File: config.mk
export PLATFORM = sky130hd
export DESIGN_NAME = cpu_top
export DESIGN_NICKNAME = d
export VERILOG_FILES = /design/src/ctrl_pkg.sv /design/src/isa_pkg.sv /design/src/dp_ctrl_if.sv /design/src/cpu_top.sv /design/src/ram.sv /design/src/cpu.sv /design/src/controller.sv /design/src/idecoder.sv /design/src/datapath.sv /design/src/alu.sv
export VERILOG_INCLUDE_DIRS = /design/src /design/src/src
export SDC_FILE = /design/constraint.sdc
export NUM_CORES = 2
export LEC_CHECK = 0
export BUFFER_PORTS_ARGS = -buffer_cell sky130_fd_sc_hd__buf_2
export CORE_UTILIZATION = 45
export CTS_CLUSTER_SIZE = 10
export DETAILED_ROUTE_END_ITERATION = 7
export PLACE_DENSITY = 0.67
export REMOVE_ABC_BUFFERS = 1
export SLEW_MARGIN = 20
export SYNTH_ARGS = -nofsm -noshare
export SYNTH_HDL_FRONTEND = slang
export SYNTH_MEMORY_MAX_BITS = 65536
export SYNTH_SLANG_ARGS = --single-unit
File: constraint.sdc
create_clock -name clk -period 6 [get_ports clk]
set_input_delay 0.6 -clock clk [delete_from_list [all_inputs] [get_ports clk]]
set_output_delay 0.6 -clock clk [all_outputs]
set_load 0.005 [all_outputs]
File: src/cpu_cfg.svh
`ifndef CPU_CFG_SVH
`define CPU_CFG_SVH

// fixed by the instruction set
`define CPU_WORD_W 16
`define CPU_ADDR_W 8

// register file and memory sizes
`define CPU_NUM_REGS 8
`define CPU_RAM_DEPTH 256

`endif
File: src/ctrl_pkg.sv
package ctrl_pkg;

  // fd is fetch and decode, fdr is the reset entry
  typedef enum logic [5:0] {
    fdr, stall1, stall2, fd, halt,
    movi, movr1, movr2, movr3,
    alu1, alu2, alu3, alu4,
    cmp1, cmp2, cmp3,
    mvn1, mvn2, mvn3,
    ldr1, ldr2, ldr3, ldr4, ldr5,
    str1, str2, str3, str4, str5
  } ctrl_state_e;

  typedef enum logic [1:0] {
    sel_rm = 2'b00,
    sel_rd = 2'b01,
    sel_rn = 2'b10
  } reg_sel_e;

  typedef enum logic [1:0] {
    wb_c    = 2'b00,
    wb_pc   = 2'b01,
    wb_imm8 = 2'b10,
    wb_mem  = 2'b11
  } wb_sel_e;

endpackage: ctrl_pkg

File: src/isa_pkg.sv
`include "cpu_cfg.svh"

package isa_pkg;

  typedef logic [`CPU_WORD_W-1:0] word_t;
  typedef logic [`CPU_ADDR_W-1:0] addr_t;
  typedef logic [$clog2(`CPU_NUM_REGS)-1:0] reg_idx_t;

  // instruction bits 15:13
  typedef enum logic [2:0] {
    op_ldr  = 3'b011,
    op_str  = 3'b100,
    op_alu  = 3'b101,
    op_mov  = 3'b110,
    op_halt = 3'b111
  } opcode_e;

  // instruction bits 12:11
  typedef enum logic [1:0] {
    alu_add = 2'b00,
    alu_sub = 2'b01,
    alu_and = 2'b10,
    alu_not = 2'b11
  } alu_op_e;

  // instruction bits 4:3, shift by one
  typedef enum logic [1:0] {
    sh_none = 2'b00,
    sh_lsl  = 2'b01,
    sh_lsr  = 2'b10,
    sh_asr  = 2'b11
  } shift_op_e;

endpackage: isa_pkg

File: src/dp_ctrl_if.sv
`timescale 1ns/10ps

interface dp_ctrl_if ();
  logic              w_en;
  logic              en_a;
  logic              en_b;
  logic              en_c;
  logic              en_status;
  logic              sel_a;
  logic              sel_b;
  ctrl_pkg::wb_sel_e wb_sel;
  isa_pkg::alu_op_e  alu_op;

  modport ctrl (
    output w_en, en_a, en_b, en_c, en_status,
    output sel_a, sel_b, wb_sel, alu_op
  );

  modport dp (
    input w_en, en_a, en_b, en_c, en_status,
    input sel_a, sel_b, wb_sel, alu_op
  );
endinterface: dp_ctrl_if

File: src/cpu_top.sv
`timescale 1ns/10ps

module cpu_top (
  input  logic           clk,
  input  logic           rst_n,
  input  isa_pkg::addr_t start_pc,
  input  logic           prog_w_en,
  input  isa_pkg::addr_t prog_addr,
  input  isa_pkg::word_t prog_data,
  output isa_pkg::word_t out,
  output logic           z,
  output logic           n,
  output logic           v,
  output logic           halted
);

  isa_pkg::addr_t cpu_addr;
  isa_pkg::word_t cpu_w_data;
  logic           cpu_w_en;
  isa_pkg::addr_t ram_addr;
  isa_pkg::word_t ram_w_data;
  logic           ram_w_en;
  isa_pkg::word_t ram_r_data;

  // loader owns the ram while the core is held in reset
  assign ram_w_en   = rst_n ? cpu_w_en : prog_w_en;
  assign ram_addr   = rst_n ? cpu_addr : prog_addr;
  assign ram_w_data = rst_n ? cpu_w_data : prog_data;

  cpu i_cpu (
    .clk(clk), .rst_n(rst_n), .start_pc(start_pc), .ram_r_data(ram_r_data),
    .ram_addr(cpu_addr), .ram_w_data(cpu_w_data), .ram_w_en(cpu_w_en),
    .out(out), .z(z), .n(n), .v(v), .halted(halted)
  );

  ram i_ram (
    .clk(clk), .w_en(ram_w_en), .addr(ram_addr), .w_data(ram_w_data), .r_data(ram_r_data)
  );

endmodule: cpu_top

File: src/ram.sv
`timescale 1ns/10ps
`include "cpu_cfg.svh"

module ram (
  input  logic           clk,
  input  logic           w_en,
  input  isa_pkg::addr_t addr,
  input  isa_pkg::word_t w_data,
  output isa_pkg::word_t r_data
);

  isa_pkg::word_t mem [`CPU_RAM_DEPTH];

  // read returns the old word on a same-address write
  always_ff @(posedge clk) begin
    if (w_en) begin
      mem[addr] <= w_data;
    end
    r_data <= mem[addr];
  end

endmodule: ram

File: src/cpu.sv
`timescale 1ns/10ps
`include "cpu_cfg.svh"

module cpu (
  input  logic           clk,
  input  logic           rst_n,
  input  isa_pkg::addr_t start_pc,
  input  isa_pkg::word_t ram_r_data,
  output isa_pkg::addr_t ram_addr,
  output isa_pkg::word_t ram_w_data,
  output logic           ram_w_en,
  output isa_pkg::word_t out,
  output logic           z,
  output logic           n,
  output logic           v,
  output logic           halted
);

  isa_pkg::addr_t     pc;
  isa_pkg::addr_t     next_pc;
  isa_pkg::addr_t     data_addr;
  isa_pkg::word_t     ir;
  isa_pkg::opcode_e   opcode;
  isa_pkg::alu_op_e   alu_op;
  isa_pkg::shift_op_e shift_op;
  isa_pkg::word_t     sximm5;
  isa_pkg::word_t     sximm8;
  isa_pkg::reg_idx_t  r_addr;
  isa_pkg::reg_idx_t  w_addr;
  ctrl_pkg::reg_sel_e reg_sel;
  logic               load_pc;
  logic               clear_pc;
  logic               load_ir;
  logic               load_addr;
  logic               sel_addr;

  dp_ctrl_if ctl ();

  assign next_pc    = clear_pc ? start_pc : pc + 1'b1;
  assign ram_addr   = sel_addr ? pc : data_addr;
  assign ram_w_data = out;

  always_ff @(posedge clk) begin
    if (load_pc) begin
      pc <= next_pc;
    end
    if (load_ir) begin
      ir <= ram_r_data;
    end
    if (load_addr) begin
      data_addr <= out[`CPU_ADDR_W-1:0];
    end
  end

  idecoder i_idecoder (
    .ir(ir), .reg_sel(reg_sel), .opcode(opcode), .alu_op(alu_op), .shift_op(shift_op),
    .sximm5(sximm5), .sximm8(sximm8), .r_addr(r_addr), .w_addr(w_addr)
  );

  controller i_controller (
    .clk(clk), .rst_n(rst_n), .opcode(opcode), .alu_op(alu_op), .ctl(ctl),
    .reg_sel(reg_sel), .load_pc(load_pc), .clear_pc(clear_pc), .load_ir(load_ir),
    .load_addr(load_addr), .sel_addr(sel_addr), .ram_w_en(ram_w_en), .halted(halted)
  );

  datapath i_datapath (
    .clk(clk), .ctl(ctl), .mdata(ram_r_data), .pc(pc), .r_addr(r_addr), .w_addr(w_addr),
    .shift_op(shift_op), .sximm5(sximm5), .sximm8(sximm8),
    .c(out), .z(z), .n(n), .v(v)
  );

endmodule: cpu

File: src/controller.sv
`timescale 1ns/10ps

module controller (
  input  logic               clk,
  input  logic               rst_n,
  input  isa_pkg::opcode_e   opcode,
  input  isa_pkg::alu_op_e   alu_op,
  dp_ctrl_if.ctrl            ctl,
  output ctrl_pkg::reg_sel_e reg_sel,
  output logic               load_pc,
  output logic               clear_pc,
  output logic               load_ir,
  output logic               load_addr,
  output logic               sel_addr,
  output logic               ram_w_en,
  output logic               halted
);

  ctrl_pkg::ctrl_state_e state;
  ctrl_pkg::ctrl_state_e state_next;

  always_ff @(posedge clk) begin
    if (!rst_n) begin
      state <= ctrl_pkg::fdr;
    end else begin
      state <= state_next;
    end
  end

  always_comb begin
    state_next = state;
    case (state)
      ctrl_pkg::fdr:    state_next = ctrl_pkg::stall1;
      ctrl_pkg::stall1: state_next = ctrl_pkg::stall2;
      ctrl_pkg::stall2: state_next = ctrl_pkg::fd;
      ctrl_pkg::fd: begin
        case (opcode)
          isa_pkg::op_alu: begin
            case (alu_op)
              isa_pkg::alu_sub: state_next = ctrl_pkg::cmp1;
              isa_pkg::alu_not: state_next = ctrl_pkg::mvn1;
              default:          state_next = ctrl_pkg::alu1;
            endcase
          end
          isa_pkg::op_mov: begin
            // subcode 10 is the immediate form
            if (alu_op == 2'b10) begin
              state_next = ctrl_pkg::movi;
            end else if (alu_op == isa_pkg::alu_add) begin
              state_next = ctrl_pkg::movr1;
            end
          end
          isa_pkg::op_ldr: begin
            if (alu_op == isa_pkg::alu_add) begin
              state_next = ctrl_pkg::ldr1;
            end
          end
          isa_pkg::op_str: begin
            if (alu_op == isa_pkg::alu_add) begin
              state_next = ctrl_pkg::str1;
            end
          end
          isa_pkg::op_halt: state_next = ctrl_pkg::halt;
          default:          state_next = ctrl_pkg::fd;
        endcase
      end
      ctrl_pkg::movi:  state_next = ctrl_pkg::stall1;
      ctrl_pkg::movr1: state_next = ctrl_pkg::movr2;
      ctrl_pkg::movr2: state_next = ctrl_pkg::movr3;
      ctrl_pkg::alu1:  state_next = ctrl_pkg::alu2;
      ctrl_pkg::alu2:  state_next = ctrl_pkg::alu3;
      ctrl_pkg::alu3:  state_next = ctrl_pkg::alu4;
      ctrl_pkg::cmp1:  state_next = ctrl_pkg::cmp2;
      ctrl_pkg::cmp2:  state_next = ctrl_pkg::cmp3;
      ctrl_pkg::mvn1:  state_next = ctrl_pkg::mvn2;
      ctrl_pkg::mvn2:  state_next = ctrl_pkg::mvn3;
      ctrl_pkg::ldr1:  state_next = ctrl_pkg::ldr2;
      ctrl_pkg::ldr2:  state_next = ctrl_pkg::ldr3;
      ctrl_pkg::ldr3:  state_next = ctrl_pkg::ldr4;
      ctrl_pkg::ldr4:  state_next = ctrl_pkg::ldr5;
      ctrl_pkg::str1:  state_next = ctrl_pkg::str2;
      ctrl_pkg::str2:  state_next = ctrl_pkg::str3;
      ctrl_pkg::str3:  state_next = ctrl_pkg::str4;
      ctrl_pkg::str4:  state_next = ctrl_pkg::str5;
      ctrl_pkg::halt:  state_next = ctrl_pkg::halt;
      default:         state_next = ctrl_pkg::fd;
    endcase
  end

  always_comb begin
    ctl.w_en      = 1'b0;
    ctl.en_a      = 1'b0;
    ctl.en_b      = 1'b0;
    ctl.en_c      = 1'b0;
    ctl.en_status = 1'b0;
    ctl.sel_a     = 1'b0;
    ctl.sel_b     = 1'b0;
    ctl.wb_sel    = ctrl_pkg::wb_c;
    ctl.alu_op    = isa_pkg::alu_add;
    reg_sel       = ctrl_pkg::sel_rm;
    load_pc       = 1'b0;
    clear_pc      = 1'b0;
    load_ir       = 1'b0;
    load_addr     = 1'b0;
    sel_addr      = 1'b1;
    ram_w_en      = 1'b0;
    case (state)
      ctrl_pkg::fdr: begin
        load_pc  = 1'b1;
        clear_pc = 1'b1;
      end
      // Rn goes into A here so that memory ops can form the address early
      ctrl_pkg::fd: begin
        reg_sel  = ctrl_pkg::sel_rn;
        ctl.en_a = 1'b1;
      end
      ctrl_pkg::movi: begin
        reg_sel    = ctrl_pkg::sel_rn;
        ctl.wb_sel = ctrl_pkg::wb_imm8;
        ctl.w_en   = 1'b1;
        load_pc    = 1'b1;
      end
      ctrl_pkg::movr1, ctrl_pkg::alu1, ctrl_pkg::cmp1, ctrl_pkg::mvn1: begin
        ctl.en_b = 1'b1;
        load_pc  = 1'b1;
      end
      ctrl_pkg::movr2, ctrl_pkg::str3: begin
        ctl.sel_a = 1'b1;
        ctl.en_c  = 1'b1;
      end
      ctrl_pkg::alu2: begin
        ctl.alu_op = alu_op;
        ctl.en_c   = 1'b1;
      end
      ctrl_pkg::mvn2: begin
        ctl.alu_op = isa_pkg::alu_not;
        ctl.sel_a  = 1'b1;
        ctl.en_c   = 1'b1;
      end
      ctrl_pkg::cmp2: begin
        ctl.alu_op    = isa_pkg::alu_sub;
        ctl.en_status = 1'b1;
      end
      ctrl_pkg::alu3: begin
        reg_sel  = ctrl_pkg::sel_rd;
        ctl.w_en = 1'b1;
      end
      ctrl_pkg::movr3, ctrl_pkg::mvn3: begin
        reg_sel  = ctrl_pkg::sel_rd;
        ctl.w_en = 1'b1;
        load_ir  = 1'b1;
      end
      ctrl_pkg::stall2, ctrl_pkg::alu4, ctrl_pkg::cmp3, ctrl_pkg::ldr5: begin
        load_ir = 1'b1;
      end
      // Rn plus imm5 into C, str also latches Rd into B
      ctrl_pkg::ldr1, ctrl_pkg::str1: begin
        ctl.sel_b = 1'b1;
        ctl.en_c  = 1'b1;
        load_pc   = 1'b1;
        reg_sel   = ctrl_pkg::sel_rd;
        ctl.en_b  = (state == ctrl_pkg::str1);
      end
      ctrl_pkg::ldr2, ctrl_pkg::str2: begin
        load_addr = 1'b1;
      end
      ctrl_pkg::ldr3: begin
        sel_addr = 1'b0;
      end
      ctrl_pkg::ldr4: begin
        reg_sel    = ctrl_pkg::sel_rd;
        ctl.wb_sel = ctrl_pkg::wb_mem;
        ctl.w_en   = 1'b1;
      end
      ctrl_pkg::str5: begin
        sel_addr = 1'b0;
        ram_w_en = 1'b1;
        load_ir  = 1'b1;
      end
      default: begin
        load_ir = 1'b0;
      end
    endcase
  end

  assign halted = (state == ctrl_pkg::halt);

endmodule: controller

File: src/idecoder.sv
`timescale 1ns/10ps
`include "cpu_cfg.svh"

module idecoder (
  input  isa_pkg::word_t     ir,
  input  ctrl_pkg::reg_sel_e reg_sel,
  output isa_pkg::opcode_e   opcode,
  output isa_pkg::alu_op_e   alu_op,
  output isa_pkg::shift_op_e shift_op,
  output isa_pkg::word_t     sximm5,
  output isa_pkg::word_t     sximm8,
  output isa_pkg::reg_idx_t  r_addr,
  output isa_pkg::reg_idx_t  w_addr
);

  assign opcode = isa_pkg::opcode_e'(ir[15:13]);
  assign alu_op = isa_pkg::alu_op_e'(ir[12:11]);

  // bits 4:3 are part of imm5 in memory instructions
  assign shift_op = (opcode == isa_pkg::op_ldr || opcode == isa_pkg::op_str) ?
                    isa_pkg::sh_none : isa_pkg::shift_op_e'(ir[4:3]);

  assign sximm5 = {{(`CPU_WORD_W-5){ir[4]}}, ir[4:0]};
  assign sximm8 = {{(`CPU_WORD_W-8){ir[7]}}, ir[7:0]};

  always_comb begin
    case (reg_sel)
      ctrl_pkg::sel_rd: r_addr = ir[7:5];
      ctrl_pkg::sel_rn: r_addr = ir[10:8];
      default:          r_addr = ir[2:0];
    endcase
  end

  // reads and writes always target the same selected field
  assign w_addr = r_addr;

endmodule: idecoder

File: src/datapath.sv
`timescale 1ns/10ps
`include "cpu_cfg.svh"

module datapath (
  input  logic               clk,
  dp_ctrl_if.dp              ctl,
  input  isa_pkg::word_t     mdata,
  input  isa_pkg::addr_t     pc,
  input  isa_pkg::reg_idx_t  r_addr,
  input  isa_pkg::reg_idx_t  w_addr,
  input  isa_pkg::shift_op_e shift_op,
  input  isa_pkg::word_t     sximm5,
  input  isa_pkg::word_t     sximm8,
  output isa_pkg::word_t     c,
  output logic               z,
  output logic               n,
  output logic               v
);

  isa_pkg::word_t regs [`CPU_NUM_REGS];
  isa_pkg::word_t r_data;
  isa_pkg::word_t w_data;
  isa_pkg::word_t a;
  isa_pkg::word_t b;
  isa_pkg::word_t b_shift;
  isa_pkg::word_t val_a;
  isa_pkg::word_t val_b;
  isa_pkg::word_t alu_result;
  logic           alu_z;
  logic           alu_n;
  logic           alu_v;
  logic [2:0]     status;

  // register file, one write port and one combinational read port
  always_ff @(posedge clk) begin
    if (ctl.w_en) begin
      regs[w_addr] <= w_data;
    end
  end

  assign r_data = regs[r_addr];

  always_comb begin
    case (shift_op)
      isa_pkg::sh_lsl: b_shift = {b[`CPU_WORD_W-2:0], 1'b0};
      isa_pkg::sh_lsr: b_shift = {1'b0, b[`CPU_WORD_W-1:1]};
      isa_pkg::sh_asr: b_shift = {b[`CPU_WORD_W-1], b[`CPU_WORD_W-1:1]};
      default:         b_shift = b;
    endcase
  end

  assign val_a = ctl.sel_a ? '0 : a;
  assign val_b = ctl.sel_b ? sximm5 : b_shift;

  always_comb begin
    case (ctl.wb_sel)
      ctrl_pkg::wb_pc:   w_data = {{(`CPU_WORD_W-`CPU_ADDR_W){1'b0}}, pc};
      ctrl_pkg::wb_imm8: w_data = sximm8;
      ctrl_pkg::wb_mem:  w_data = mdata;
      default:           w_data = c;
    endcase
  end

  alu i_alu (
    .val_a  (val_a),
    .val_b  (val_b),
    .alu_op (ctl.alu_op),
    .result (alu_result),
    .z      (alu_z),
    .n      (alu_n),
    .v      (alu_v)
  );

  always_ff @(posedge clk) begin
    if (ctl.en_a) begin
      a <= r_data;
    end
    if (ctl.en_b) begin
      b <= r_data;
    end
    if (ctl.en_c) begin
      c <= alu_result;
    end
    if (ctl.en_status) begin
      status <= {alu_z, alu_n, alu_v};
    end
  end

  assign z = status[2];
  assign n = status[1];
  assign v = status[0];

endmodule: datapath

File: src/alu.sv
`timescale 1ns/10ps
`include "cpu_cfg.svh"

module alu (
  input  isa_pkg::word_t   val_a,
  input  isa_pkg::word_t   val_b,
  input  isa_pkg::alu_op_e alu_op,
  output isa_pkg::word_t   result,
  output logic             z,
  output logic             n,
  output logic             v
);

  always_comb begin
    v = 1'b0;
    case (alu_op)
      isa_pkg::alu_add: begin
        result = val_a + val_b;
        // same-sign operands giving a different-sign sum
        v = (val_a[`CPU_WORD_W-1] == val_b[`CPU_WORD_W-1]) &&
            (result[`CPU_WORD_W-1] != val_a[`CPU_WORD_W-1]);
      end
      isa_pkg::alu_sub: begin
        result = val_a - val_b;
        v = (val_a[`CPU_WORD_W-1] != val_b[`CPU_WORD_W-1]) &&
            (result[`CPU_WORD_W-1] != val_a[`CPU_WORD_W-1]);
      end
      isa_pkg::alu_and: begin
        result = val_a & val_b;
      end
      default: begin
        result = ~val_b;
      end
    endcase
  end

  assign z = (result == '0);
  assign n = result[`CPU_WORD_W-1];

endmodule: alu

==> results summary <==
The number of global-route vias before repair is 93000. The internal power of the cells totals 50.4 mW. The vias after detailed routing came out at 95900.

During placement, the flow inserted port buffers numbering 54. The residual antenna-violating net count after detailed routing came out at 0. The routed wirelength normalized by instance count is 30.3 µm. The final period utilization came out at 92.9%.

In the layout the commonest cells are sky130_fd_sc_hd__edfxtp_1, sky130_fd_sc_hd__nand2_1, sky130_fd_sc_hd__a21oi_1, sky130_fd_sc_hd__mux2i_1, sky130_fd_sc_hd__a221oi_1. The checks that failed: design-rule violations. The number of warnings issued by yosys is 0. The die is 615 µm tall.

In this run the power density over the cells is 353 nW/µm². The switching power is 17.1 mW. The share of power burned in combinational logic came out at 12.6%. The root cell of the clock tree is sky130_fd_sc_hd__clkbuf_16. The cell area that synthesis handed to floorplanning was 169000 µm². The worst endpoint required time is 6.69 ns. The first-pass GRT wire length came out at 663 mm. The initial antenna violation count is 23.

Sequential cells were found to cover 76.8% of the synthesized design area. Setup repair after global routing left no endpoint under its margin. The total routed wirelength is 463 mm. The largest fanout of any net on the critical path is 25. The final HPWL from detailed placement is 276 mm. The maximum number of pins on one net before global-route repair is 177. The number of synthesized register bits is 4328. Counting distinct cell types in the post-synthesis netlist gives 98.

The weighted congestion at the end of routability-driven global placement is 0.918. The proportion of netlist area held by the largest area contributor came out at 76.6%. Clock-pin slew was measured on the worst setup and hold paths at 0.06 ns. The number of endpoints with negative hold slack in the final report is 0. Dividing the synthesized area by the synthesized cell count gives 17.3 µm².

The worst setup path is of the reg2reg kind. The number of clock buffers added by TritonCTS is 474. The fraction of registers with async set or reset after synthesis is 0%. The nature of the critical path endpoint is a register. In the final layout, the share of cells above drive strength 1 is 16.2%.

For this run, the slowest stage of the critical path takes 0.69 ns. The remaining global-route overflow is 0. The maximum achievable frequency came out at 0.179 GHz. The slowest stage of the critical path belongs to the cell sky130_fd_sc_hd__o311ai_0. The critical path buffer and inverter count is 2.

Traced cell by cell, the critical path runs through buf_4 -> nand3b_1 -> a21o_1 -> nor2_1 -> nor2_1 -> inv_1 -> ha_1 -> o311ai_0 -> a31oi_1 -> a211oi_1 -> o21bai_1 -> a21o_1 -> a211oi_1 -> nand2b_1 -> a21boi_0 -> or3_1. TritonCTS built the clock tree. The maximum buffer depth of the clock tree came out at 4. The clock network burns 37.3% of the power.

The family with the most delay on the worst path is compound AO/OA/AOI/OAI gates. Global routing used 23.9% of the available tracks. The data arrival time of the critical path came out at 6.27 ns. The clock latency of the later-clocked register in the worst-skew pair came out at 1.03 ns.

The cell area after placement came out at 178000 µm². The total setup violations reported at the end of the flow came out at 0. The placement row count is 224.

For the finished layout, the period the worst path requires is 5.57 ns. The area added between synthesis and finish came out at 13.2%. The worst setup path is launched from a register.

On the final layout, the worst clock skew is 0.0667 ns. Counting every sink on the clock net gives 4328. Sequential cells burn 50.1% of the power. The H-tree depth came out at 5. The setup total negative slack is 0 ns. For this run, the leading register cell type out of synthesis is sky130_fd_sc_hd__edfxtp_1. In this run the worst hold path is classified as in2reg. The transition at the pin with the smallest max-transition slack is 1.18 ns. The finished cells cover 191000 µm². The switching fraction of total power is 25.3%. The worst ir drop on vdd is 0.000258 V.

In this run the tightest slew margin relative to its limit is 20.7%. The cell count after synthesis is 9772. In this run the horizontal extent of the chip is 615 µm.

The analysis attributes to cell leakage a power of 61.8 nW. The pre-antenna-repair detailed-routing pass consisted of 8 iterations. The die outline area came out at 378000 µm². After the first detailed-routing iteration, the DRC count stood at 13700.

The per-cell via count in the routed design came out at 6.27. The startpoint identified for the worst register-to-register timing path is i_cpu.i_controller.state[3]. The post-layout net count came out at 10300. By area the synthesized netlist is led by sky130_fd_sc_hd__edfxtp_1, sky130_fd_sc_hd__mux4_2, sky130_fd_sc_hd__mux2i_1. The leading cell type in the layout, fill and taps excluded is sky130_fd_sc_hd__edfxtp_1.

In this run the most critical hold path is launched from rst_n. The number of filler cells placed in the layout came out at 29400. The number of max-cap violations is 0. The core region area is 373000 µm². For this configuration, the core starts out at a cell density of 45.3%.

The final-report max-slew violation count is 0. The run finished, with violations left. The total DRC errors in the routed layout is 7. The total I/O pin count is 55.

The biggest area contributor in the post-synthesis netlist is sky130_fd_sc_hd__edfxtp_1. The origin of the worst setup path is i_cpu.i_controller.state[3]. The number of flops mapped to enable cells by yosys came out at 4307.
==> worst reg2reg max path: stages (launching register included) <==
cell and delay (ns):
sky130_fd_sc_hd__dfxtp_1 0.53, sky130_fd_sc_hd__buf_4 0.33, sky130_fd_sc_hd__nand3b_1 0.20, sky130_fd_sc_hd__a21o_1 0.40
sky130_fd_sc_hd__nor2_1 0.11, sky130_fd_sc_hd__nor2_1 0.33, sky130_fd_sc_hd__inv_1 0.15, sky130_fd_sc_hd__ha_1 0.26
sky130_fd_sc_hd__o311ai_0 0.69, sky130_fd_sc_hd__a31oi_1 0.35, sky130_fd_sc_hd__a211oi_1 0.40, sky130_fd_sc_hd__o21bai_1 0.19
sky130_fd_sc_hd__a21o_1 0.24, sky130_fd_sc_hd__a211oi_1 0.40, sky130_fd_sc_hd__nand2b_1 0.16, sky130_fd_sc_hd__a21boi_0 0.13
sky130_fd_sc_hd__or3_1 0.45
==> final timing paths <==
kind / end / slack [ns] / cells after the start
worst max-delay path: i_cpu.i_datapath.status[1] / 0.43 / 16
worst min-delay path: i_cpu.i_controller.state[1] / 0.09 / 3
worst max register to register: i_cpu.i_datapath.status[1] / 0.43 / 16
worst min register to register: i_cpu.i_datapath.a[15] / 0.61 / 2
==> sequential cells by signal, indices dropped and copies added (netlist names) <==
signal	count
i_cpu.data_addr	8
i_cpu.ir	16
i_cpu.i_datapath.b	16
i_ram.r_data	16
i_cpu.pc	8
i_cpu.i_datapath.status	3
i_cpu.i_datapath.c	16
i_cpu.i_datapath.regs	128
i_cpu.i_controller.state	5
i_ram.mem	4096
i_cpu.i_datapath.a	16
==> synthesized netlist by cell type, drive strengths merged (30+ instances only) <==
master	number
nand2	986
a221oi	534
nand3	153
clkbuf	332
inv	35
ha	35
nor3	97
a22oi	220
buf	319
o21ai	121
mux2i	568
a21oi	686
a211oi	32
mux4	380
a31oi	30
nor4	152
o22ai	43
nor2	357
edfxtp	4307
nand4	46
mux2	32
==> power by group through the flow <==
stage	Combinational [mW]	Sequential [mW]	Clock [mW]
4_1_cts	8.39	33.8	25.4
3_3_place_gp	8.24	34.4	0
5_1_grt	8.91	33.8	26.5
6_report	8.50	33.8	25.2
3_5_place_dp	8.36	34.4	0
2_1_floorplan	7.28	34.3	0
==> logic make-up after synthesis <==
kind of cell / count (synthesis) / synth area share (%)
DFF: 4328 / 76.8
and+or+nand+nor: 1907 / 5.00
AOI/OAI and AO/OA: 1807 / 7.32
muxes: 980 / 8.65
buffers and inverters: 688 / 1.79
adders and majority gates: 37 / 0.283
xor gates and xnor gates: 25 / 0.134
==> layout make-up <==
type / count / area, µm² / area share [%]
antenna: 7 / 17.5 / 0.00916
multi-input combinational: 4756 / 36800 / 19.3
tap: 4972 / 6220 / 3.25
timing repair buffer: 631 / 5410 / 2.83
inverter: 37 / 139 / 0.0727
clock inverter: 36 / 709 / 0.371
clock buffer: 521 / 12100 / 6.32
sequential: 4328 / 130000 / 67.9
==> per-stage QoR <==
step | setup slack [ns] | utilization [%] | cells | power [mW] | hold slack [ns]
floorplan | -126.82 | - | 9121 | 41.5 | 0.409
global placement | 0.420 | 47.8 | 14700 | 42.7 | 0.560
detailed placement | 0.443 | 47.8 | 14700 | 42.8 | 0.596
CTS | 0.400 | 51.3 | 15300 | 67.6 | 0.0309
global route | 0.0586 | 51.3 | 15300 | 69.2 | 0.101
finish | 0.427 | 51.3 | 15300 | 67.5 | 0.0907
==> repair_timing <==
item / 4_1_cts / 5_1_grt
resized for setup: 0 / 1
hold buffers: 8 / 0
endpoints found under the setup margin: 0 / 2
hold endpoints to repair: 8 / 0
setup buffers: 0 / 0
==> routing by layer <==
metal	vias to the layer above	track usage (%)	part of all wire (%)
li1	40100	-	-
met1	49500	33.8	40
met2	5420	36.9	46
met3	868	4.42	10
met4	8	9.61	4.4
met5	-	0	0.011
Note: power is estimated with default switching activity, not from simulation.
